[config.mk]
export PLATFORM = sky130hd
export DESIGN_NAME = vec_regfile
export DESIGN_NICKNAME = d
export VERILOG_FILES = /design/src/vec_cfg_pkg.sv /design/src/vec_regfile.sv
export SDC_FILE = /design/constraint.sdc
export NUM_CORES = 2
export LEC_CHECK = 0
export ABC_CLOCK_PERIOD_IN_PS = 2800
export BUFFER_PORTS_ARGS = -buffer_cell sky130_fd_sc_hd__buf_2
export CAP_MARGIN = 20
export CORE_UTILIZATION = 40
export CTS_BUF_LIST = sky130_fd_sc_hd__clkbuf_4 sky130_fd_sc_hd__clkbuf_8
export DETAILED_ROUTE_END_ITERATION = 12
export PLACE_DENSITY_LB_ADDON = 0.08
export SYNTH_ARGS = -nofsm -noshare
export SYNTH_HDL_FRONTEND = slang
export SYNTH_SLANG_ARGS = --single-unit
[constraint.sdc]
create_clock -name clk -period 2.8 [get_ports clk]
set_input_delay 0.14 -clock clk [delete_from_list [all_inputs] [get_ports clk]]
set_output_delay 0.14 -clock clk [all_outputs]
set_load 0.005 [all_outputs]
[src/vec_cfg_pkg.sv]
package vec_cfg_pkg;

    // Register geometry
    localparam int VLEN        = 64;
    localparam int VLENB       = VLEN / 8;
    localparam int NUM_VREGS   = 32;
    localparam int VREG_ADDR_W = 5;
    localparam int LMUL_MAX    = 8;

    // Enough bits to hold VLENB * LMUL_MAX itself
    localparam int VL_W = $clog2(VLENB * LMUL_MAX) + 1;

    typedef logic [VLEN-1:0]        vreg_t;
    typedef logic [VLENB-1:0]       byte_en_t;
    typedef logic [VREG_ADDR_W-1:0] vreg_addr_t;
    typedef logic [31:0]            scalar_t;
    typedef logic [VL_W-1:0]        vl_t;

endpackage
[src/vec_regfile.sv]
`timescale 1ns/1ns

module vec_regfile (
    input  logic                    clk,
    input  logic                    reset_n,
    input  vec_cfg_pkg::vreg_addr_t rd_addr_a_i,
    input  vec_cfg_pkg::vreg_addr_t rd_addr_b_i,
    input  vec_cfg_pkg::vreg_addr_t wr_addr_i,
    input  vec_cfg_pkg::vreg_t      wr_data_i,
    input  vec_cfg_pkg::byte_en_t   wr_byte_en_i,
    input  logic                    wr_valid_i,
    output vec_cfg_pkg::vreg_t      rd_data_a_o,
    output vec_cfg_pkg::vreg_t      rd_data_b_o
);
    import vec_cfg_pkg::*;

    vreg_t vregs [NUM_VREGS];

    assign rd_data_a_o = vregs[rd_addr_a_i];
    assign rd_data_b_o = vregs[rd_addr_b_i];

    // v0 is the mask register and stays untouched
    always_ff @(posedge clk or negedge reset_n) begin
        if (!reset_n) begin
            for (int r = 0; r < NUM_VREGS; r++) begin
                vregs[r] <= '0;
            end
        end else if (wr_valid_i && wr_addr_i != '0) begin
            for (int b = 0; b < VLENB; b++) begin
                if (wr_byte_en_i[b]) begin
                    vregs[wr_addr_i][8*b +: 8] <= wr_data_i[8*b +: 8];
                end
            end
        end
    end

endmodule

==> flow_metrics.env <==
export IMPL_timing_fmax_mhz=307
export IMPL_r2r_cells=3
export IMPL_clk_latency_ns=1.07
export IMPL_place_inst=10500
export IMPL_post_route_min_period_ns=3.25
export IMPL_rsz0062_at_grt="yes"
export IMPL_drt_iter0_markers=5874
export IMPL_peakVddDrop_v=0.000466
export IMPL_tns_ns=-1.19
export IMPL_hold_viol=0
export IMPL_maxCapViolations=0
export IMPL_syn2layout_area_growth_pct=19.0
export IMPL_clock_sinks=2048
export IMPL_synth_cell_area_sq_mm=0.107
export IMPL_cts_buffer_depth=4
export IMPL_place_ws_ns=0.0767
export IMPL_final_cells=11300
export IMPL_final_cell_area_sq_mm=0.127
export IMPL_top_regs="vregs (2048)"
export IMPL_drv_slew=0
export IMPL_status="finished, violations left"
export IMPL_drt_pass1_iter_count=5
export IMPL_layout_nets=7565
export IMPL_synth_fp_nets=7035
export IMPL_finClkSkew_ns=0
export IMPL_min_path_type="in -> reg"
export IMPL_seq_area_frac_synth_pct=48.1
export IMPL_syn_avg_cell_area_sq_um=15.3
export IMPL_rr_endpoint="vregs[1859]$_DFFE_PN0P_"
export IMPL_worst_slack_ns=-0.455
export IMPL_grt_pass1_vias=73200
export IMPL_drive_above_1_share_pct=63.9
export IMPL_root_buffer="clkbuf_8"
export IMPL_dpl_cell_area_sq_mm=0.115
export IMPL_die_height_microns=518
export IMPL_ys_top_cells_by_area="dfrtp_1 48%, mux2_2 21%, mux4_2 19%"
export IMPL_row_count=189
export IMPL_synth_top_cells_by_count="2,048 x dfrtp_1, 1,990 x mux2_2, 914 x mux4_2"
export IMPL_rr_startpoint="vregs[1859]$_DFFE_PN0P_"
export IMPL_io_buffers=217
export IMPL_cts_tree="yes"
export IMPL_synth_top_area_cell="dfrtp_1"
export IMPL_hold_path_end="vregs[1950]$_DFFE_PN0P_"
export IMPL_overflow=0
export IMPL_vias=70800
export IMPL_crit_required_ns=2.66
export IMPL_worstHoldStart="wr_byte_en_i[3]"
export IMPL_violations="negative setup slack"
export IMPL_worstPathArrival_ns=3.11
export IMPL_crit_fanout=3
export IMPL_reg2reg_slack_ns=1.35
export IMPL_crit_type="reg -> out"
export IMPL_synthCells=6945
export IMPL_p_leak_nw=55.4
export IMPL_antenna_found_initial=20
export IMPL_grt_usage_pct=30.4
export IMPL_setup_viol=13
export IMPL_finalCritPeriodShare_pct=116
export IMPL_core_sq_mm=0.265
export IMPL_cts_max_level=5
export IMPL_grt_pass1_wl_mm=582
export IMPL_clkTransAtPathRegs_ns=0.07
export IMPL_cp_slowest_cell="mux4_2"
export IMPL_synth_seq_cells=2048
export IMPL_synth_async_reset_ratio_pct=100
export IMPL_hold_depth=5
export IMPL_die_w_microns=518
export IMPL_drt_wl_total_mm=409
export IMPL_synth_top_cell_area_share_pct=48.1
export IMPL_synthFlopType="dfrtp_1"
export IMPL_place_congestion=0.857
export IMPL_start_util_pct=40.2
export IMPL_top_level_ports=218
export IMPL_dieArea_sq_mm=0.268
export IMPL_cts_made_buffers=378
export IMPL_via_per_inst=6.25
export IMPL_synth_cell_types=38
export IMPL_cp_start_kind="flip-flop"
export IMPL_cp_cell_sequence="mux4_2 -> a22oi_2 -> buf_4 -> nand4_1 -> buf_2"
export IMPL_slew_headroom_pct=39.1
export IMPL_synth_most_common_cell="dfrtp_1"
export IMPL_max_stage_delay_ns=0.57
export IMPL_place_hpwl_mm=276
export IMPL_power_density_mw_per_mm2=651
export IMPL_tightest_slew_ns=0.912
export IMPL_drc=0
export IMPL_grt_max_degree=126
export IMPL_yosys_warnings=0
export IMPL_critPathCaptureType="primary output"
export IMPL_regMostFlops="vregs"
export IMPL_wl_per_cell_microns=36.1
export IMPL_synth_edff_count=0
export IMPL_largest_reg_flops=2048
export IMPL_ant_nets=0
==> critical path: cells and delay by family (launching register included) <==
kind,cells,cell delay (ns)
AO/OA/AOI/OAI,1,0.35
flip-flops,1,0.40
AND/OR/NAND/NOR,1,0.28
multiplexers,1,0.57
buffers and inverters,2,0.44
==> cell families (layout without fill, tap and decap cells) <==
group | Yosys count | in the layout | synth area share (%)
AND/OR/NAND/NOR | 552 | 552 | 3.10
buffers and inverters | 640 | 1470 | 2.68
other | 0 | 17 | 0
multiplexers | 3124 | 3124 | 42.4
flip-flops | 2048 | 2048 | 48.1
AO/OA/AOI/OAI | 581 | 581 | 3.67
==> cell type report <==
class / instances / area [sq um]
well taps: 3533 / 4420
multi-input cells: 4257 / 55200
clock buffers: 602 / 7550
flip-flops and latches: 2048 / 51300
fillers: 23100 / 138000
clock inverters: 78 / 681
diodes: 17 / 42.5
repair buffers: 790 / 7550
==> stage by stage <==
| stage | hold slack (ns) | power [mW] | utilization (%) |
|---|---|---|---|
| finish | 0.122 | 82.5 | 47.8 |
| global placement | 0.0520 | 50.1 | 43.4 |
| global route | 0.0634 | 85.7 | 47.8 |
| detailed placement | 0.0443 | 50.5 | 43.4 |
| CTS | 0.0392 | 82.9 | 47.6 |
| floorplan | -0.156 | 44.9 | - |
==> how the worst max path moves through the flow <==
stage / from / endpoint / slack [ns] / depth (start not counted)
after global routing: vregs[953]$_DFFE_PN0P_ / rd_data_a_o[57] / -0.55 / 5
after detailed placement: rd_addr_a_i[0] / rd_data_a_o[58] / 0.08 / 10
after global placement: rd_addr_a_i[0] / rd_data_a_o[58] / 0.07 / 10
after CTS: vregs[889]$_DFFE_PN0P_ / rd_data_a_o[57] / -0.54 / 5
final: vregs[889]$_DFFE_PN0P_ / rd_data_a_o[57] / -0.45 / 5
after floorplan: rd_addr_b_i[0] / rd_data_b_o[15] / 0.92 / 7
==> power breakdown <==
group / leakage (nW) / internal, mW / total, mW / switching (mW)
Sequential: 27.3 / 33.4 / 36.3 / 2.92
Clock: 4.40 / 17.7 / 31.4 / 13.7
Combinational: 23.7 / 8.02 / 14.7 / 6.72
==> routing by layer <==
layer,vias up,global-route usage [%],wire length [microns]
li1,28400,-,-
met1,39000,42.0,175000
met2,2603,46.6,189000
met3,692,6.24,27500
met4,4,12.7,18200
met5,-,0,23
==> cells in the final DEF (no fill, tap or decap), drive strengths merged, types with 8 or more instances in the layout <==
master	count
dfrtp	2048
mux2	1990
mux4	914
buf	711
clkbuf	602
o22ai	384
nor2	264
mux2i	220
a22oi	141
nor4	85
dlygate4sd3	79
clkinv	50
nand2	50
nand3	47
nand4	22
nor3	22
a21oi	19
diode	17
inv	15
or2	13
nor2b	13
o22a	11
o221ai	11
nand2b	9
o211ai	8
==> repair_timing <==
action	4_1_cts	5_1_grt
hold endpoints to repair	4032	0
resized for setup	349	86
hold buffers	80	0
pin swaps	86	38
endpoints found under the setup margin	109	67
setup buffers	28	4
Note: power is estimated with default switching activity, not from simulation.
