==> config.mk <==
export PLATFORM = sky130hd
export DESIGN_NAME = vec_config_regs
export DESIGN_NICKNAME = d
export VERILOG_FILES = /design/src/vec_isa_pkg.sv /design/src/vec_cfg_pkg.sv /design/src/vec_config_regs.sv
export SDC_FILE = /design/constraint.sdc
export NUM_CORES = 1
export LEC_CHECK = 0
export BUFFER_PORTS_ARGS = -buffer_cell sky130_fd_sc_hd__buf_2
export CORE_ASPECT_RATIO = 0.6
export CORE_MARGIN = 2
export CORE_UTILIZATION = 33
export CTS_CLUSTER_SIZE = 25
export DETAILED_ROUTE_END_ITERATION = 12
export PLACE_DENSITY = 0.77
export SLEW_MARGIN = 20
export SYNTH_ARGS = -nofsm -noshare
export SYNTH_HDL_FRONTEND = slang
export SYNTH_SLANG_ARGS = --single-unit
==> constraint.sdc <==
create_clock -name clk -period 2.7 [get_ports clk]
set_input_delay 0.135 -clock clk [delete_from_list [all_inputs] [get_ports clk]]
set_output_delay 0.135 -clock clk [all_outputs]
set_load 0.05 [all_outputs]
==> src/vec_isa_pkg.sv <==
package vec_isa_pkg;

    typedef enum logic [2:0] {
        EW8  = 3'b000,
        EW16 = 3'b001,
        EW32 = 3'b010
    } vsew_e;

    typedef enum logic [2:0] {
        LMUL_1 = 3'b000,
        LMUL_2 = 3'b001,
        LMUL_4 = 3'b010,
        LMUL_8 = 3'b011
    } vlmul_e;

    // Operand source as encoded in funct3
    typedef enum logic [2:0] {
        OPIVV = 3'b000,
        OPIVI = 3'b011,
        OPIVX = 3'b100
    } op_cat_e;

    typedef enum logic [1:0] {
        NONE,
        VECTOR,
        VSETVLI,
        VSETIVLI
    } instr_kind_e;

    typedef enum logic [3:0] {
        VNOP,
        VADD,
        VSUB,
        VAND,
        VOR,
        VXOR,
        VSLL,
        VSRL,
        VMINU,
        VMAXU,
        VMIN,
        VMAX
    } vec_op_e;

    // Shifts take a zero-extended immediate
    localparam logic [5:0] FUNCT6_VSLL = 6'b100101;
    localparam logic [5:0] FUNCT6_VSRL = 6'b101000;

    typedef struct packed {
        logic [5:0] funct6;
        logic       vm;
        logic [4:0] vs2;
        logic [4:0] vs1;
        logic [2:0] funct3;
        logic [4:0] vd;
        logic [6:0] opcode;
    } varith_fmt_t;

    typedef struct packed {
        logic        top;
        logic [10:0] zimm;
        logic [4:0]  rs1;
        logic [2:0]  funct3;
        logic [4:0]  rd;
        logic [6:0]  opcode;
    } vsetvl_fmt_t;

    typedef union packed {
        varith_fmt_t arith;
        vsetvl_fmt_t vset;
    } vec_instr_u;

endpackage

==> src/vec_cfg_pkg.sv <==
package vec_cfg_pkg;

    // Register geometry
    localparam int VLEN        = 64;
    localparam int VLENB       = VLEN / 8;
    localparam int NUM_VREGS   = 32;
    localparam int VREG_ADDR_W = 5;
    localparam int LMUL_MAX    = 8;

    // Enough bits to hold VLENB * LMUL_MAX itself
    localparam int VL_W = $clog2(VLENB * LMUL_MAX) + 1;

    typedef logic [VLEN-1:0]        vreg_t;
    typedef logic [VLENB-1:0]       byte_en_t;
    typedef logic [VREG_ADDR_W-1:0] vreg_addr_t;
    typedef logic [31:0]            scalar_t;
    typedef logic [VL_W-1:0]        vl_t;

endpackage
==> src/vec_config_regs.sv <==
`timescale 1ns/1ns

module vec_config_regs (
    input  logic                      clk,
    input  logic                      reset_n,
    input  vec_isa_pkg::vec_instr_u   instr_i,
    input  vec_isa_pkg::instr_kind_e  instr_kind_i,
    input  vec_cfg_pkg::scalar_t      scalar_i,
    input  vec_cfg_pkg::scalar_t      alu_word_i,
    output vec_isa_pkg::vsew_e        vsew_o,
    output vec_isa_pkg::vlmul_e       vlmul_o,
    output vec_cfg_pkg::vl_t          vl_o,
    output vec_cfg_pkg::scalar_t      res_scalar_o,
    output logic                      wr_en_scalar_o
);
    import vec_cfg_pkg::*;
    import vec_isa_pkg::*;

    logic    is_vset;
    vsew_e   vsew_next;
    vlmul_e  vlmul_next;
    vl_t     vlmax;
    vl_t     vl_next;
    scalar_t avl;

    ////////////////////////////////////////////////////////////////////////////
    // New vtype and vector length
    ////////////////////////////////////////////////////////////////////////////

    assign is_vset    = instr_kind_i inside {VSETVLI, VSETIVLI};
    assign vsew_next  = vsew_e'(instr_i.vset.zimm[5:3]);
    assign vlmul_next = vlmul_e'(instr_i.vset.zimm[2:0]);

    // Elements per register, times the group size
    assign vlmax = (vl_t'(VLENB) >> vsew_next) << vlmul_next;

    // vsetivli carries AVL in the rs1 field
    assign avl = (instr_kind_i == VSETIVLI) ? scalar_t'(instr_i.vset.rs1) : scalar_i;

    always_comb begin
        if (instr_kind_i == VSETVLI && instr_i.vset.rs1 == '0) begin
            vl_next = (instr_i.vset.rd != '0) ? vlmax : vl_o;
        end else if (avl > scalar_t'(vlmax)) begin
            vl_next = vlmax;
        end else begin
            vl_next = vl_t'(avl);
        end
    end

    always_ff @(posedge clk or negedge reset_n) begin
        if (!reset_n) begin
            vsew_o  <= EW8;
            vlmul_o <= LMUL_1;
            vl_o    <= '0;
        end else if (is_vset) begin
            vsew_o  <= vsew_next;
            vlmul_o <= vlmul_next;
            vl_o    <= vl_next;
        end
    end

    ////////////////////////////////////////////////////////////////////////////
    // Scalar result to the core
    ////////////////////////////////////////////////////////////////////////////

    always_comb begin
        wr_en_scalar_o = is_vset;
        if (is_vset) begin
            res_scalar_o = scalar_t'(vl_next);
        end else if (instr_kind_i == VECTOR) begin
            res_scalar_o = alu_word_i;
        end else begin
            res_scalar_o = '0;
        end
    end

endmodule

==> impl_results.md, run 1 <==
- Status: complete, but fails checks
- Post-place setup slack: -0.247 ns
- Final #Nets: 459
- Clock latency on the worst-skew pair: 0.25 ns
- Multi-input logic area: 0.00134 mm²
- Power per cell area: 322 mW/mm²
- Max_cap viols: 0
- Total die area: 0.00522 mm²
- Number of port buffers: 129
- Peak supply drop: 252 µV
- Unrepaired setup endpoints after global routing: yes
- Remaining DRCs: 0
- RD Place Congestion: 0.850
- Hold path startpoint: instr_i[22]
- All-Layer GR Usage: 20.8%
- H-tree levels: 1
- Clk pwr share: 20.8%
- Sw Share: 42.8%
- Combinational Power Share: 54.4%
- Worst min path class: input port to register
- DR iter-0 viols: 63
- TritonCTS clock tree: built
- Initial Util: 33.9%
- Largest net degree at the start of global routing: 31
- Adder-cell share of the synthesized area: 5.72%
- Netlist cell types: 43
- Drt wl/cell: 13.3 µm
- Cell Chain, Critical Path: buf_6 > buf_4 > or2_4 > or3_4 > ha_1 > nand4_1 > mux2_4 > a22oi_2 > buf_6 > o211ai_1 > a32o_2 > buf_8
- CP required: 2.57 ns
- Remaining antenna violation count: 0
- CP dominant cell by count: buf_6
- Highest-delay cell along the critical path: or3_4
- Yosys Warn Count: 0
- Setup CP Type: input port to output port
- Share of layout cells above drive strength 1: 58.7%
- Die height: 56.7 µm
- Simple logic cell fraction of the synthesized area: 40.0%
- Aggregate global routing overflow: 0
- Avg Cell Area, Syn: 7.69 µm²
- Final period utilization: 106%
- Peak Freq: 350 MHz
- WP buf/inv: 4
- CTS sink cnt: 13
- Global-route wire length before repair: 8.76 mm
- Crit path capture type: output port
- R2R Setup Slk: 1.71 ns
- Hold path depth: 2
- Num rows: 19
- Via/cell ratio: 4.92
- Final worst slack: -0.156 ns
- CTS Buf Count: 3
- Synthesis-to-finish area growth: 81.8%
- Actual slew at the worst max-slew pin: 0.330 ns
- Critical Path Fanout Max: 6
- Crit path DAT: 2.72 ns
- Core area: 0.00452 mm²
- Cells after synthesis: 199
- P_int: 0.000513 W
- Max stage delay on crit path: 0.38 ns
- DP HPWL: 4.39 mm
- Initial antenna violation count: 0
- Post-Synth XOR/XNOR Area: 1.14%
- Vias in the first global route: 1937
- Hold Path End: vlmul_o[2]
- Main combinational cell family by area after synthesis: simple AND/OR/NAND/NOR gates
- P_sw: 0.000384 W
- RR Endpoint: vl_o[6]
- TNS Setup: -0.804 ns
- Netlist Area Pre-Place: 0.00153 mm²
- FF+latch area: 325 µm²
- Mapped Nets: 306
- Compound-Gate Fraction of Synth Area: 12.8%
- FF-to-FF Start: vl_o[6]
- Clock Skew: 0 ns
- Lkg Pwr: 1.46 nW
- Via Count: 2035
- Total wire length: 5.49 mm
- Hold Violations, Final: 0
- Post-synthesis sequential area ratio: 21.3%
- Setup-failing EPs final: 7
- Die width: 91.9 µm
- IO Pins: 146
- Root buffer cell: clkbuf_8
- Failing checks: negative setup slack
- Clk pin slew, worst setup/hold paths: 0.06 ns
- Delay-heaviest family, CP: simple AND/OR/NAND/NOR gates
- Layout fillers: 413
- DRT Pass-1 Iters: 4
- Slew headroom: 77.4%
- Final core occ: 61.6%
- Clock buffer depth: 2
- #FFs+latches synth: 13
- N_diodes: 0
- Crit start category: input port
- Max-slew violation count: 0
- Post-synthesis mux area share: 14.2%
- Sequential share of power: 24.9%
- Post-layout minimum cycle time: 2.86 ns
- Worst reg2reg path depth: 3
[worst max-delay path by stage]
stage | startpoint | endpoint | slack, ns | depth (start not counted)
3_3_place_gp | instr_i[21] | res_scalar_o[2] | -0.20 | 14
3_5_place_dp | instr_i[22] | res_scalar_o[2] | -0.25 | 14
5_1_grt | instr_i[24] | res_scalar_o[6] | -0.26 | 14
4_1_cts | instr_i[24] | res_scalar_o[6] | -0.15 | 14
2_1_floorplan | instr_i[24] | res_scalar_o[6] | -0.07 | 12
6_report | instr_i[22] | res_scalar_o[6] | -0.16 | 12
[synthesized netlist by cell type (all sizes together)]
library cell	number	area share, %
nor3	3	0.98
nor4b	2	1.1
nor3b	1	0.49
a32o	1	0.65
nand4	3	1.2
xor2	2	1.1
o22ai	1	0.41
nand2	24	6.4
or2	2	0.98
dfrtp	13	21
nor4	5	2.0
o21ai	4	1.3
and3	4	1.6
and2	25	10
a31o	1	0.57
o32ai	1	0.57
and4	1	0.57
a31oi	2	0.82
buf	4	1.6
inv	6	1.5
nand3	13	4.3
ha	7	5.7
nand2b	4	1.6
a32oi	1	0.57
o211ai	2	0.98
or3	3	1.6
mux2	14	10
nand3b	2	0.98
or4	1	0.49
mux2i	6	3.9
and3b	1	0.57
clkbuf	7	1.7
o31a	1	0.57
nor2b	4	1.6
nor2	13	3.2
a21oi	10	3.3
a211o	4	2.3
a22oi	1	0.82
[power groups by stage]
stage          logic (W)  clock network [W]  registers [W]
5_1_grt         0.000518           0.000200       0.000225
3_3_place_gp    0.000434                  0       0.000225
4_1_cts         0.000478           0.000193       0.000223
6_report        0.000487           0.000186       0.000223
2_1_floorplan   0.000223                  0       0.000285
3_5_place_dp    0.000440                  0       0.000226
[layer usage]
| layer | global-route usage, % | wire [µm] | vias to the layer above |
|---|---|---|---|
| li1 | - | - | 1018 |
| met1 | 26.7 | 2470 | 933 |
| met2 | 34.8 | 2540 | 75 |
| met3 | 5.10 | 400 | 9 |
| met4 | 6.18 | 71 | 0 |
| met5 | 0 | 0 | - |
[sequential cells by signal, summed over array words and instances, names as in the netlist]
register	count
vlmul_o	3
vsew_o	3
vl_o	7
[kinds of logic after synthesis]
kind of cell / Yosys count
muxes: 20
AOI/OAI and AO/OA: 29
DFF: 13
adders and majority gates: 7
and+or+nand+nor: 111
xor gates and xnor gates: 2
buffers and inverters: 17
[placed cells by master (no fill, tap or decap), types with 4 or more instances in the layout]
master / n
nor4_1: 5
nor2_1: 13
buf_8: 4
mux2_2: 10
ha_1: 4
nand2_1: 21
dfrtp_1: 13
nand3_1: 9
buf_6: 4
and3_1: 4
buf_4: 29
and2_1: 25
a21oi_1: 8
o21ai_0: 4
inv_1: 5
mux2_4: 4
buf_2: 119
[per-stage QoR]
stage / power [W] / hold slack [ns] / cell area (µm²) / cells
6_report: 0.000896 / 0.143 / 2780 / 414
5_1_grt: 0.000943 / 0.155 / 2780 / 414
4_1_cts: 0.000893 / 0.138 / 2750 / 414
3_5_place_dp: 0.000666 / 0.0501 / 2520 / 408
3_3_place_gp: 0.000659 / 0.0419 / 2520 / 408
2_1_floorplan: 0.000508 / -0.161 / 1640 / 199
[worst reg2reg max path, cell delays in order (launching register included)]
cell	delay, ns
dfrtp_1	0.39
a21oi_1	0.11
o21ai_0	0.13
a31o_2	0.25
[cell type report]
| type | instances | area share [%] |
|---|---|---|
| multi-input combinational | 169 | 48.2 |
| timing repair buffer | 159 | 34.8 |
| sequential | 13 | 11.7 |
| tap | 63 | 2.83 |
| clock buffer | 3 | 1.48 |
| inverter | 6 | 0.809 |
| clock inverter | 1 | 0.180 |
[timing repair]
action / in CTS / in global routing
resized for setup: 37 / 5
hold endpoints to repair: 13 / 0
pin swaps: 11 / 2
hold buffers: 1 / 0
setup buffers: 1 / 0
setup endpoints to repair: 7 / 7
No activity file was read; power rests on OpenSTA's default activity.
==> inputs of run 2 (changes only) <==
- PLACE_DENSITY: 0.77 -> 0.81
- SLEW_MARGIN: 20 -> 30
==> impl_results.md, run 2 (synthesis gave the netlist of run 1 again) <==
- Global-route wire length before repair: 8.73 mm (-0.32%)
- DR iter-0 viols: 117 (+86%)
- Synthesis-to-finish area growth: 84.1%
- Post-layout instance area: 0.00282 mm² (+1.2%)
- CP startpoint: instr_i[22]
- Initial Util: 33.9% (unchanged)
- Critical Path Fanout Max: 6 (unchanged)
- Initial antenna violation count: 0 (unchanged)
- Final period utilization: 106% (-0.24 points)
- CP required: 2.57 ns (about the same)
- Max-slew violation count: 0 (unchanged)
- Num rows: 19 (unchanged)
- Max reg flops: 7 (unchanged)
- CTS sink cnt: 13 (unchanged)
- Hold slack: 0.144 ns (+0.000517 ns)
- FF-to-FF Start: vl_o[6]
- Final #Nets: 461 (+0.44%)
- Die width: 91.9 µm (unchanged)
- Crit path DAT: 2.71 ns (about the same)
- Core area: 0.00452 mm² (unchanged)
- Largest regs: vl_o x7, vlmul_o x3, vsew_o x3
- Aggregate global routing overflow: 0 (unchanged)
- Combinational Power Share: 55.2% (+0.8 points)
- Largest net degree at the start of global routing: 33 (+6.5%)
- Clock buffer depth: 2 (unchanged)
- Final worst slack: -0.149 ns (+0.00661 ns)
- Peak supply drop: 315 µV (+25%)
- All-Layer GR Usage: 20.3% (-0.50 points)
- H-tree levels: 1 (unchanged)
- Clock Skew: 0 ns (unchanged)
- IO Pins: 146 (unchanged)
- Actual slew at the worst max-slew pin: 0.346 ns (+0.0156 ns)
- RD Place Congestion: 0.933 (+9.7%)
- Clk pwr share: 19.9% (-0.9 points)
- Peak Freq: 351 MHz (+0.23%)
- Crit start category: input port
- Via Count: 2056 (+1.0%)
- Power per cell area: 316 mW/mm² (-1.8%)
- Setup CP Type: input port to output port
- Total wire length: 5.41 mm (-1.5%)
- Slew headroom: 76.3% (-1.1 points)
- Clk pin slew, worst setup/hold paths: 0.06 ns (about the same)
- Vias in the first global route: 1919 (-0.93%)
- Commonest non-fill, non-tap cell in the layout: buf_2
- Remaining DRCs: 0 (unchanged)
- TritonCTS clock tree: built
- Post-layout minimum cycle time: 2.85 ns (-0.00661 ns)
- Placed cells: 404 (-0.98%)
- Crit path capture type: output port
- DRT Pass-1 Iters: 4 (unchanged)
- CTS Buf Count: 3 (unchanged)
- Final core occ: 62.4% (+0.75 points)
- Die height: 56.7 µm (unchanged)
- Status: complete, but fails checks
- Lkg Pwr: 1.48 nW (+0.83%)
- Worst min path class: input port to register
- Remaining antenna violation count: 0 (unchanged)
- Setup-failing EPs final: 7 (unchanged)
- Drt wl/cell: 13.0 µm (-1.9%)
- N_diodes: 0 (unchanged)
- Final cell count without fillers: 416 (+0.48%)
- Share of layout cells above drive strength 1: 58.9% (+0.23 points)
- P_int: 0.000517 W (+0.87%)
- Sequential share of power: 24.9% (about the same)
- Via/cell ratio: 4.94 (+0.55%)
- Total die area: 0.00522 mm² (unchanged)
- Biggest register: vl_o
- Commonest cells after routing, fill and taps aside: 118 x buf_2, 29 x buf_4, 25 x and2_1
- Area after DPL: 0.00248 mm² (-1.7%)
- Number of port buffers: 129 (unchanged)
- TNS Setup: -0.515 ns (+0.289 ns)
- Root buffer cell: clkbuf_8
- Failing checks: negative setup slack
- Clock latency on the worst-skew pair: 0.25 ns (about the same)
- Unrepaired setup endpoints after global routing: yes
- Hold path startpoint: instr_i[22]
- DP HPWL: 4.39 mm (about the same)
- Sw Share: 41.9% (-0.86 points)
- P_sw: 0.000374 W (-2.6%)
- Hold Violations, Final: 0 (unchanged)
- Max_cap viols: 0 (unchanged)
-- run 2: cell count changes in the layout (fill, tap and decap cells not counted), sizes merged --
cell,before,now
buf,158,159
clkbuf,3,5
clkinv,1,0
-- run 2: worst max-delay path: stages --
cell and delay [ns]:
buf_8 0.11, nor4b_4 0.26, a31oi_1 0.07, o32ai_1 0.22, inv_1 0.13, ha_4 0.29, nand3_2 0.08, a21oi_2 0.12
mux2_4 0.33, a22oi_2 0.17, buf_6 0.19, o211ai_1 0.14, a32o_2 0.31, buf_8 0.15
-- run 2: worst paths after layout --
| check | cells past startpoint | end | slack (ns) |
|---|---|---|---|
| setup reg to reg | 3 | vl_o[6] | 1.72 |
| hold / removal | 2 | vlmul_o[2] | 0.14 |
| hold reg to reg | 1 | vlmul_o[0] | 0.50 |
| min in group asynchronous | 2 | vsew_o[0] | 0.30 |
| setup / recovery | 14 | res_scalar_o[6] | -0.15 |
| max in group asynchronous | 2 | vl_o[3] | 2.16 |
-- run 2: cell type report --
cell class	count	area (µm²)
Fill cell	380	1700
Clock buffer	4	45.0
Sequential cell	13	325
Timing Repair Buffer	161	983
Tap cell	63	78.8
Multi-Input combinational cell	169	1360
Inverter	6	22.5
-- run 2: through the flow --
stage | total power [W] | worst slack, ns
2_1_floorplan | 0.000508 | -0.0729
3_3_place_gp | 0.000653 | -0.196
3_5_place_dp | 0.000660 | -0.264
4_1_cts | 0.000878 | -0.136
5_1_grt | 0.000941 | -0.235
6_report | 0.000891 | -0.149
-- run 2: power by group through the flow --
stage | Sequential (W) | Clock (W) | Combinational, W
final | 0.000222 | 0.000178 | 0.000491
after floorplan | 0.000285 | 0 | 0.000223
after global placement | 0.000225 | 0 | 0.000428
after global routing | 0.000225 | 0.000191 | 0.000525
after detailed placement | 0.000225 | 0 | 0.000435
after CTS | 0.000222 | 0.000182 | 0.000474
-- run 2: metal layers --
layer | global-route usage [%] | part of all wire, % | routed length [µm]
met4 | 1.92 | 0.30 | 16
met5 | 0 | 0 | 0
met3 | 5.64 | 8.7 | 468
met1 | 26.5 | 44 | 2360
met2 | 34.9 | 47 | 2560
-- run 2: timing repair --
item	4_1_cts	5_1_grt
pin swaps	12	12
setup endpoints to repair	7	7
hold buffers	1	0
cloned	0	0
endpoints found under the hold margin	13	0
setup buffers	5	2
resized for setup	32	16
