File: config.mk
export PLATFORM = sky130hd
export DESIGN_NAME = vec_beat_counter
export DESIGN_NICKNAME = d
export VERILOG_FILES = /design/src/vec_isa_pkg.sv /design/src/vec_cfg_pkg.sv /design/src/vec_beat_counter.sv
export SDC_FILE = /design/constraint.sdc
export NUM_CORES = 1
export LEC_CHECK = 0
export ABC_AREA = 1
export BUFFER_PORTS_ARGS = -buffer_cell sky130_fd_sc_hd__buf_2
export CAP_MARGIN = 5
export CORE_AREA = 10 10 47 49
export CTS_CLUSTER_SIZE = 14
export DETAILED_ROUTE_END_ITERATION = 6
export DIE_AREA = 0 0 57 59
export GPL_TIMING_DRIVEN = 0
export MAX_ROUTING_LAYER = met4
export SLEW_MARGIN = 25
export SYNTH_ARGS = -nofsm -noshare
export SYNTH_HDL_FRONTEND = slang
export SYNTH_SLANG_ARGS = --single-unit
File: constraint.sdc
create_clock -name clk -period 1.1 [get_ports clk]
set_clock_uncertainty 0.2 [all_clocks]
set_input_delay 0.11 -clock clk [delete_from_list [all_inputs] [get_ports clk]]
set_output_delay 0.11 -clock clk [all_outputs]
set_load 0.01 [all_outputs]
File: src/vec_isa_pkg.sv
package vec_isa_pkg;

    typedef enum logic [2:0] {
        EW8  = 3'b000,
        EW16 = 3'b001,
        EW32 = 3'b010
    } vsew_e;

    typedef enum logic [2:0] {
        LMUL_1 = 3'b000,
        LMUL_2 = 3'b001,
        LMUL_4 = 3'b010,
        LMUL_8 = 3'b011
    } vlmul_e;

    // Operand source as encoded in funct3
    typedef enum logic [2:0] {
        OPIVV = 3'b000,
        OPIVI = 3'b011,
        OPIVX = 3'b100
    } op_cat_e;

    typedef enum logic [1:0] {
        NONE,
        VECTOR,
        VSETVLI,
        VSETIVLI
    } instr_kind_e;

    typedef enum logic [3:0] {
        VNOP,
        VADD,
        VSUB,
        VAND,
        VOR,
        VXOR,
        VSLL,
        VSRL,
        VMINU,
        VMAXU,
        VMIN,
        VMAX
    } vec_op_e;

    // Shifts take a zero-extended immediate
    localparam logic [5:0] FUNCT6_VSLL = 6'b100101;
    localparam logic [5:0] FUNCT6_VSRL = 6'b101000;

    typedef struct packed {
        logic [5:0] funct6;
        logic       vm;
        logic [4:0] vs2;
        logic [4:0] vs1;
        logic [2:0] funct3;
        logic [4:0] vd;
        logic [6:0] opcode;
    } varith_fmt_t;

    typedef struct packed {
        logic        top;
        logic [10:0] zimm;
        logic [4:0]  rs1;
        logic [2:0]  funct3;
        logic [4:0]  rd;
        logic [6:0]  opcode;
    } vsetvl_fmt_t;

    typedef union packed {
        varith_fmt_t arith;
        vsetvl_fmt_t vset;
    } vec_instr_u;

endpackage

File: src/vec_cfg_pkg.sv
package vec_cfg_pkg;

    // Register geometry
    localparam int VLEN        = 64;
    localparam int VLENB       = VLEN / 8;
    localparam int NUM_VREGS   = 32;
    localparam int VREG_ADDR_W = 5;
    localparam int LMUL_MAX    = 8;

    // Enough bits to hold VLENB * LMUL_MAX itself
    localparam int VL_W = $clog2(VLENB * LMUL_MAX) + 1;

    typedef logic [VLEN-1:0]        vreg_t;
    typedef logic [VLENB-1:0]       byte_en_t;
    typedef logic [VREG_ADDR_W-1:0] vreg_addr_t;
    typedef logic [31:0]            scalar_t;
    typedef logic [VL_W-1:0]        vl_t;

endpackage
File: src/vec_beat_counter.sv
`timescale 1ns/1ns

module vec_beat_counter (
    input  logic                    clk,
    input  logic                    reset_n,
    input  logic                    clear_i,
    input  vec_isa_pkg::vlmul_e     vlmul_i,
    output vec_cfg_pkg::vreg_addr_t count_o,
    output logic                    last_beat_o,
    output logic                    drain_done_o
);
    import vec_cfg_pkg::*;

    vreg_addr_t group_last;

    always_ff @(posedge clk or negedge reset_n) begin
        if (!reset_n) begin
            count_o <= '0;
        end else if (clear_i) begin
            count_o <= '0;
        end else begin
            count_o <= count_o + 1'b1;
        end
    end

    // Group size minus one
    assign group_last = vreg_addr_t'((1 << vlmul_i) - 1);

    assign last_beat_o  = (count_o == group_last);
    assign drain_done_o = (count_o == vreg_addr_t'(1));

endmodule

==> flow_metrics.py, run 1 <==
metrics = {
    "synthesis": {
        "yosysSeqAreaShare_pct": 36.76,
        "yosys-top-cells-area": "dfrtp_1, nand2_1, nor2_1",
        "syn_inst": 48,
        "synth_cell_types": 13,
        "ys_ff_latch": 5,
        "synth_top_cell_area_share_pct": 36.76,
        "synth_top_area_cell": "dfrtp_1",
        "syn_area_um2": 340.3,
        "synth_warnings": 0,
        "synth_fp_nets": 56,
        "syn_area_per_cell_um2": 7.090,
    },
    "critical_path": {
        "startpoint": "count_o[1]$_DFF_PN0_",
        "critPathLaunchType": "flip-flop",
        "r2r-start": "count_o[0]$_DFF_PN0_",
        "critPathKind": "flip-flop to output port",
        "path_max_fanout": 3,
        "crit_required_ns": 0.79,
        "crit_chain": "inv_2 -> ha_1 -> nand2_1 -> nor3_2 -> buf_2",
        "slowest_stage": "dfrtp_2",
        "cpPeakStageDelay_ns": 0.42,
        "end_kind": "output port",
        "critPathArrivalTime_ns": 1.15,
    },
    "detailed_routing": {
        "avgRoutedWirePerCell_um": 10.38,
        "drc": 0,
        "drt-initial-drc-count": 3,
        "firstDrtPassIters": 3,
        "vias": 384,
        "routed_wl_um": 903,
        "via_per_inst": 4.414,
        "drt.antenna.violating_nets": 0,
    },
    "cells_and_area": {
        "final_cell_mix": "nand2_1, buf_2, nor2_1, inv_1, buf_6",
        "syn_to_final_growth_pct": 66.18,
        "design_area_um2": 565.5,
        "final_net_count": 80,
        "top_register": "count_o",
        "layout_commonest_cell": "nand2_1",
        "largest_reg_flops": 5,
        "num-fill-cells": 155,
        "final_core_util_pct": 40.36,
        "num_antenna_cells": 0,
        "drive_above_1_share_pct": 43.66,
        "top_regs": "count_o: 5 flops",
    },
    "timing": {
        "max_slew_margin_pct": 91.15,
        "finalCritPeriodShare_pct": 133.0,
        "tightest_slew_ns": 0.1314,
        "finalHoldViolations": 0,
        "slew_violations": 0,
        "max_freq_ghz": 0.6837,
        "min_period_ns": 1.463,
        "finalSetupViolCount": 9,
        "rsz0062_at_grt": "yes",
        "fin_ws_ns": -0.3626,
        "tns_ns": -1.691,
    },
    "pwr": {
        "p_per_area_mw_per_mm2": 977.8,
        "total_power_uw": 553.0,
        "peakVddDrop_mv": 0.5202,
        "p_leak_uw": 0.0002767,
    },
    "placement": {
        "portBuffers": 12,
        "gp_congestion": 0.7827,
        "dpl.hpwl_um": 670.8,
        "place_area_um2": 449.2,
    },
    "die": {
        "rows": 14,
        "die_area_mm2": 0.003363,
        "die_y_um": 59,
        "initial_core_util_pct": 24.29,
        "core_mm2": 0.001401,
        "io_pins": 13,
        "die_x_um": 57,
    },
    "global_routing": {
        "antenna_found_initial": 0,
        "grt_remaining_overflow": 0,
        "grt_first_pass_wirelength_mm": 1.600,
        "grt_max_degree": 7,
        "grt_use_total_pct": 6.063,
        "grt_pass1_vias": 389,
    },
    "clock_tree": {
        "path_clk_slew_ns": 0.04,
        "cts-root-buf": "clkbuf_4",
        "max-clock-path-buffers": 2,
        "cts_sinks": 5,
        "cts_buffers": 3,
        "htree_levels": 1,
        "cts_tree": "yes",
        "worstSkewPairLatency_ns": 0.23,
    },
    "run_status": {
        "violations": "setup timing",
        "status": "complete, but fails checks",
    },
    "flow_run": {
        "maxCapViolations": 0,
    },
    "worst_hold_path": {
        "min_path_type": "input pin to asynchronous set/reset pin",
    },
}
power by group:
part	internal [uW]	leakage, uW	total [uW]	switching [uW]
registers	196	0.0000614	206	10.6
clock network	137	0.0000150	203	66.7
logic	71.4	0.000200	144	72.1
total	404	0.000277	553	149
stage by stage:
stage	instances	hold WS, ns	setup WS [ns]
finish	87	0.02959	-0.3626
global route	87	0.04421	-0.4624
CTS	87	0.003538	-0.3760
detailed placement	76	-0.2703	-0.1679
global placement	76	-0.2685	-0.1607
floorplan	48	-0.3856	-0.07908
logic make-up (layout without fill, tap and decap cells):
logic type | count (synthesis) | count (layout) | share of synthesized area, %
AND/OR/NAND/NOR | 28 | 28 | 34.56
buffers and inverters | 6 | 29 | 6.617
flip-flops | 5 | 5 | 36.76
XOR/XNOR | 4 | 4 | 10.30
AO/OA/AOI/OAI | 3 | 3 | 4.410
adder cells (fa/ha/maj) | 2 | 2 | 7.352
timing repair:
| item | CTS | global route |
|---|---|---|
| pin swaps | 1 | 2 |
| setup buffers | 5 | 0 |
| resized for setup | 4 | 3 |
| setup endpoints to repair | 11 | 11 |
| hold endpoints to repair | 10 | 0 |
| hold buffers | 2 | 0 |
cell type report:
type	instances	area, um^2	area share, %
sequential	5	130.1	23.01
clock buffer	4	26.28	4.646
timing repair buffer	19	141.4	25.00
inverter	6	22.52	3.982
tap	16	20.02	3.540
multi-input combinational	37	225.2	39.82
metal layers:
| layer | track usage [%] | vias up | part of all wire [%] |
|---|---|---|---|
| met1 | 6.355 | 177 | 45 |
| met5 | - | - | 0 |
| met3 | 2.575 | 0 | 5.6 |
| met4 | 3.020 | 0 | 0 |
| met2 | 9.612 | 10 | 49 |
| li1 | - | 197 | - |
final timing paths:
check | endpoint | slack, ns | cells after the start
max in group asynchronous | count_o[3]$_DFF_PN0_ | 0.52 | 2
setup reg to reg | count_o[4]$_DFF_PN0_ | -0.23 | 5
hold reg to reg | count_o[1]$_DFF_PN0_ | 0.38 | 2
setup / recovery | drain_done_o | -0.36 | 5
min in group clk | count_o[1]$_DFF_PN0_ | 0.38 | 2
hold / removal | count_o[2]$_DFF_PN0_ | 0.03 | 2
worst max-delay path: cells and delay by family (launching register included):
| family | cells | cell delay [ns] |
|---|---|---|
| adders and majority gates | 1 | 0.14 |
| and+or+nand+nor | 2 | 0.16 |
| DFF | 1 | 0.42 |
| buffers and inverters | 2 | 0.21 |
cell usage after synthesis, drive strengths merged:
cell	number
nand2	12
nor2	10
nor3	1
xnor2	1
dfrtp	5
ha	2
xor2	3
a21oi	1
inv	6
nand3	4
nand3b	1
o21ai	2
No activity file was read; power rests on OpenSTA's default activity.
==> run 2: changes to the inputs <==
CELL_PAD_IN_SITES_DETAIL_PLACEMENT = 1   (was unset)
CELL_PAD_IN_SITES_GLOBAL_PLACEMENT = 1   (was unset)
PLACE_DENSITY_LB_ADDON = 0.1   (was unset)
==> run 2 against run 1 <==
Compared with the run above: the flow still finishes with violations (setup timing); global-route usage increased by 1.1 points; sequential cell count unchanged; routed wire length increased by 22%; final cell count increased by 3.4%; core utilization increased by 3.6 points; critical endpoint is now last_beat_o; largest cell class unchanged.
==> flow_metrics.py, run 2 (synthesis gave the netlist of run 1 again) <==
metrics = {
    "timing": {
        "tns_ns": -1.902,
        "worst_hold_slack_ns": 0.3915,
        "slew_violations": 0,
        "rsz0062_at_grt": "yes",
        "min_period_ns": 1.471,
        "max_freq_ghz": 0.6798,
        "finalSetupViolCount": 10,
        "fin_ws_ns": -0.3709,
        "finalCritPeriodShare_pct": 133.7,
        "tightest_slew_ns": 0.1559,
        "max_slew_margin_pct": 89.50,
        "finalHoldViolations": 0,
    },
    "cells_and_area": {
        "largest_reg_flops": 5,
        "num-fill-cells": 180,
        "syn_to_final_growth_pct": 80.88,
        "drive_above_1_share_pct": 47.30,
        "layout_commonest_cell": "nand2_1",
        "top_register": "count_o",
        "multi_input_area_um2": 237.7,
        "final_cell_mix": "nand2_1, nor2_1, buf_2, buf_6, inv_1",
        "seq_area_um2": 130.1,
        "top_regs": "count_o: 5 flops",
        "num_antenna_cells": 0,
        "final_net_count": 83,
    },
    "die": {
        "initial_core_util_pct": 24.29,
        "die_x_um": 57,
        "io_pins": 13,
        "core_mm2": 0.001401,
        "rows": 14,
        "die_area_mm2": 0.003363,
        "die_y_um": 59,
    },
    "clock_tree": {
        "cts_tree": "yes",
        "cts_buffers": 3,
        "max-clock-path-buffers": 2,
        "cts_sinks": 5,
        "path_clk_slew_ns": 0.04,
        "cts-root-buf": "clkbuf_4",
        "htree_levels": 1,
        "worstSkewPairLatency_ns": 0.24,
    },
    "detailed_routing": {
        "routed_wl_mm": 1.101,
        "met2_length_um": 569,
        "wl_met3_um": 75,
        "vias": 390,
        "firstDrtPassIters": 1,
        "wl_met1_um": 451,
        "dr.max_layer_used": "met4",
        "drt.antenna.violating_nets": 0,
        "via_per_inst": 4.333,
        "avgRoutedWirePerCell_um": 12.23,
        "drc": 0,
        "drt-initial-drc-count": 0,
    },
    "critical_path": {
        "end_kind": "output port",
        "path_max_fanout": 5,
        "crit_required_ns": 0.79,
        "critPathLaunchType": "flip-flop",
        "critPathKind": "flip-flop to output port",
        "critPathArrivalTime_ns": 1.16,
    },
    "global_routing": {
        "antenna_found_initial": 0,
        "grt_max_degree": 7,
        "grt_pass1_vias": 418,
        "grt_remaining_overflow": 0,
        "grt_first_pass_wirelength_mm": 1.856,
        "grt_use_total_pct": 7.191,
    },
    "pwr": {
        "seqPwrFrac_pct": 35.8,
        "switching_share_pct": 28.15,
        "p_per_area_mw_per_mm2": 940.5,
        "pwr-share-clk_pct": 36.4,
        "total_power_uw": 579.0,
        "p_leak_uw": 0.0003005,
        "p_sw_uw": 163.0,
        "intPower_uw": 416.0,
        "combinationalPowerShare_pct": 27.8,
        "peakVddDrop_mv": 0.5263,
    },
    "run_status": {
        "violations": "setup timing",
        "status": "complete, but fails checks",
    },
    "placement": {
        "portBuffers": 12,
        "preCtsSetupSlack_ns": -0.1840,
        "gp_congestion": 0.6732,
        "dpl.hpwl_um": 783.8,
    },
    "flow_run": {
        "maxCapViolations": 0,
    },
    "worst_hold_path": {
        "min_path_type": "flip-flop to flip-flop",
    },
}
run 2: final cells by class:
class / instances / area share, %
tap: 16 / 3.252
multi-input combinational: 37 / 38.62
clock buffer: 4 / 4.268
sequential: 5 / 21.14
inverter: 6 / 3.659
timing repair buffer: 22 / 29.07
run 2: worst paths after layout:
kind	cells after the start	slack, ns	startpoint	endpoint
worst min register to register	2	0.39	count_o[0]$_DFF_PN0_	count_o[0]$_DFF_PN0_
max in group asynchronous	3	0	reset_n	count_o[3]$_DFF_PN0_
worst min-delay path	2	0.39	count_o[0]$_DFF_PN0_	count_o[0]$_DFF_PN0_
min in group asynchronous	3	0.58	reset_n	count_o[0]$_DFF_PN0_
worst max-delay path	6	-0.37	count_o[0]$_DFF_PN0_	last_beat_o
worst max register to register	5	-0.24	count_o[1]$_DFF_PN0_	count_o[4]$_DFF_PN0_
run 2: power by group through the flow:
stage / Sequential [uW] / Clock [uW] / Combinational, uW
2_1_floorplan: 219 / 0 / 54.4
3_3_place_gp: 219 / 0 / 104
4_1_cts: 207 / 224 / 150
5_1_grt: 209 / 237 / 180
3_5_place_dp: 219 / 0 / 103
6_report: 208 / 211 / 161
run 2: through the flow:
stage	instance area, um^2	utilization [%]	std cells
floorplan	369.1	-	48
global placement	449.2	32.05	76
detailed placement	449.2	32.05	76
CTS	584.3	41.70	89
global route	615.6	43.93	90
finish	615.6	43.93	90
run 2: critical path, stage by stage, from the launching register on:
cell and delay [ns]:
dfrtp_2 0.43, inv_1 0.06, nand3_1 0.07, nand2_1 0.08
nand3_2 0.07, nor2_2 0.09, buf_2 0.12
run 2: repair_timing:
item,in CTS,in global routing
resized for setup,7,6
cloned,0,0
buffers inserted,6,2
hold buffers,3,0
setup endpoints to repair,11,16
pin swaps,1,4
hold endpoints to repair,10,0
run 2: metal layers:
| layer | vias up | track usage (%) |
|---|---|---|
| li1 | 200 | - |
| met1 | 179 | 7.349 |
| met2 | 9 | 11.16 |
| met3 | 2 | 2.790 |
| met4 | 0 | 5.034 |
| met5 | - | - |
==> run 3: changes to the inputs <==
clock period = 1.5 ns   (was 1.1 ns; I/O delays follow)
==> run 3 against run 2 <==
Compared with the run above: the run still ends with setup timing left; sequential cell count unchanged; clock-buffer cell count did not move; routed wire length decreased by 9.3%; critical path depth did not move; clock power down 29%; die area unchanged; via count decreased by 2.6%.
==> flow_metrics.py, run 3 (synthesis gave the netlist of run 1 again) <==
metrics = {
    "cells_and_area": {
        "top_regs": "count_o: 5 flops",
        "num_antenna_cells": 0,
        "drive_above_1_share_pct": 37.14,
        "top_register": "count_o",
        "final_net_count": 79,
        "largest_reg_flops": 5,
        "syn_to_final_growth_pct": 50.37,
        "final_cell_mix": "nand2_1, buf_2, nor2_1, inv_1, buf_4",
    },
    "critical_path": {
        "critPathArrivalTime_ns": 1.16,
        "r2r-start": "count_o[1]$_DFF_PN0_",
        "critPathKind": "flip-flop to output port",
        "startpoint": "count_o[0]$_DFF_PN0_",
        "critPathLaunchType": "flip-flop",
        "r2r_end": "count_o[4]$_DFF_PN0_",
        "crit_required_ns": 1.15,
        "crit_path_end": "last_beat_o",
        "end_kind": "output port",
        "path_max_fanout": 4,
        "ff2ff_setup_slack_ns": 0.07,
        "reg2reg_depth": 6,
    },
    "clock_tree": {
        "path_clk_slew_ns": 0.04,
        "cts_buffers": 3,
        "worstSkewPairLatency_ns": 0.24,
        "htree_levels": 1,
        "cts-root-buf": "clkbuf_4",
        "max-clock-path-buffers": 2,
        "cts_tree": "yes",
        "cts_sinks": 5,
    },
    "detailed_routing": {
        "avgRoutedWirePerCell_um": 11.62,
        "drt-initial-drc-count": 1,
        "via_per_inst": 4.419,
        "routed_wl_um": 999,
        "drt.antenna.violating_nets": 0,
        "vias": 380,
        "drc": 0,
        "firstDrtPassIters": 2,
    },
    "timing": {
        "tightest_slew_ns": 0.1693,
        "fin_ws_ns": -0.005416,
        "slew_violations": 0,
        "max_freq_ghz": 0.6643,
        "finalHoldViolations": 0,
        "rsz0062_at_grt": "yes",
        "min_period_ns": 1.505,
        "max_slew_margin_pct": 88.59,
        "finalCritPeriodShare_pct": 100.4,
        "finalSetupViolCount": 1,
        "tns_ns": -0.005416,
    },
    "die": {
        "rows": 14,
        "core_mm2": 0.001401,
        "die_y_um": 59,
        "die_x_um": 57,
        "io_pins": 13,
        "die_area_mm2": 0.003363,
        "initial_core_util_pct": 24.29,
    },
    "pwr": {
        "p_per_area_mw_per_mm2": 769.2,
        "p_leak_uw": 0.0002720,
        "peakVddDrop_mv": 0.3435,
        "intPower_uw": 286.5,
        "seqPwrFrac_pct": 38.7,
        "pwr-share-clk_pct": 38.1,
        "combinationalPowerShare_pct": 23.2,
        "p_sw_uw": 107.1,
        "switching_share_pct": 27.20,
    },
    "global_routing": {
        "antenna_found_initial": 0,
        "grt_max_degree": 8,
        "grt_first_pass_wirelength_mm": 1.662,
        "grt_use_total_pct": 6.286,
        "grt_remaining_overflow": 0,
        "grt_pass1_vias": 405,
    },
    "placement": {
        "gp_congestion": 0.6748,
        "portBuffers": 12,
        "dpl.hpwl_um": 767.4,
        "preCtsSetupSlack_ns": 0.1686,
    },
    "worst_hold_path": {
        "min_path_type": "input pin to asynchronous set/reset pin",
    },
    "run_status": {
        "violations": "setup timing",
        "status": "complete, but fails checks",
    },
    "flow_run": {
        "maxCapViolations": 0,
    },
}
-- run 3: worst min path at each step --
stage                       start                   end  slack (ns)  cells past startpoint
after floorplan           reset_n  count_o[0]$_DFF_PN0_       -0.35                      0
after global placement    reset_n  count_o[3]$_DFF_PN0_       -0.22                      1
after detailed placement  reset_n  count_o[3]$_DFF_PN0_       -0.23                      1
after CTS                 reset_n  count_o[3]$_DFF_PN0_        0.05                      2
after global routing      reset_n  count_o[1]$_DFF_PN0_        0.07                      2
final                     reset_n  count_o[1]$_DFF_PN0_        0.06                      2
-- run 3: repair_timing --
item                                    in CTS  in global routing
hold endpoints to repair                    10                  0
pin swaps                                    1                  3
buffers inserted                             3                  1
resized for setup                            2                  5
endpoints found under the setup margin       2                  2
hold buffers                                 2                  0
-- run 3: per-stage QoR --
| step | hold slack, ns | cell area [um^2] | instances | power [uW] | util (%) |
|---|---|---|---|---|---|
| floorplan | -0.3456 | 340.3 | 48 | 192.1 | - |
| global placement | -0.2237 | 420.4 | 76 | 227.0 | 30.00 |
| detailed placement | -0.2252 | 420.4 | 76 | 227.3 | 30.00 |
| CTS | 0.05183 | 491.7 | 85 | 396.3 | 35.09 |
| global route | 0.07408 | 511.7 | 86 | 425.9 | 36.52 |
| finish | 0.05723 | 511.7 | 86 | 393.6 | 36.52 |
-- run 3: worst max-delay path: stages (launching register included) --
cell	delay (ns)
dfrtp_2	0.43
inv_1	0.06
nand3_1	0.06
nand2_1	0.07
nand3_1	0.07
nor2_1	0.10
buf_2	0.13
-- run 3: power by group through the flow --
stage	registers, uW	logic (uW)	clock network (uW)
global placement	156	71.3	0
floorplan	156	35.9	0
finish	152	91.4	150
global route	154	106	166
detailed placement	156	71.7	0
CTS	151	86.7	159
-- run 3: cell type report --
type | instances | area, um^2
Timing Repair Buffer | 18 | 110.1
Tap cell | 16 | 20.02
Sequential cell | 5 | 127.6
Inverter | 6 | 22.52
Fill cell | 191 | 889.6
Clock buffer | 4 | 26.28
Multi-Input combinational cell | 37 | 205.2
-- run 3: layer usage --
layer  vias to the layer above  global-route usage (%)  routed length [um]  part of all wire, %
met5                         -                       -                   0                    0
met4                         0                   4.027                   5                 0.50
met3                         2                   1.717                  48                  4.8
met2                        10                   9.767                 494                   49
met1                       176                   6.954                 451                   45
li1                        192                       -                   -                    -
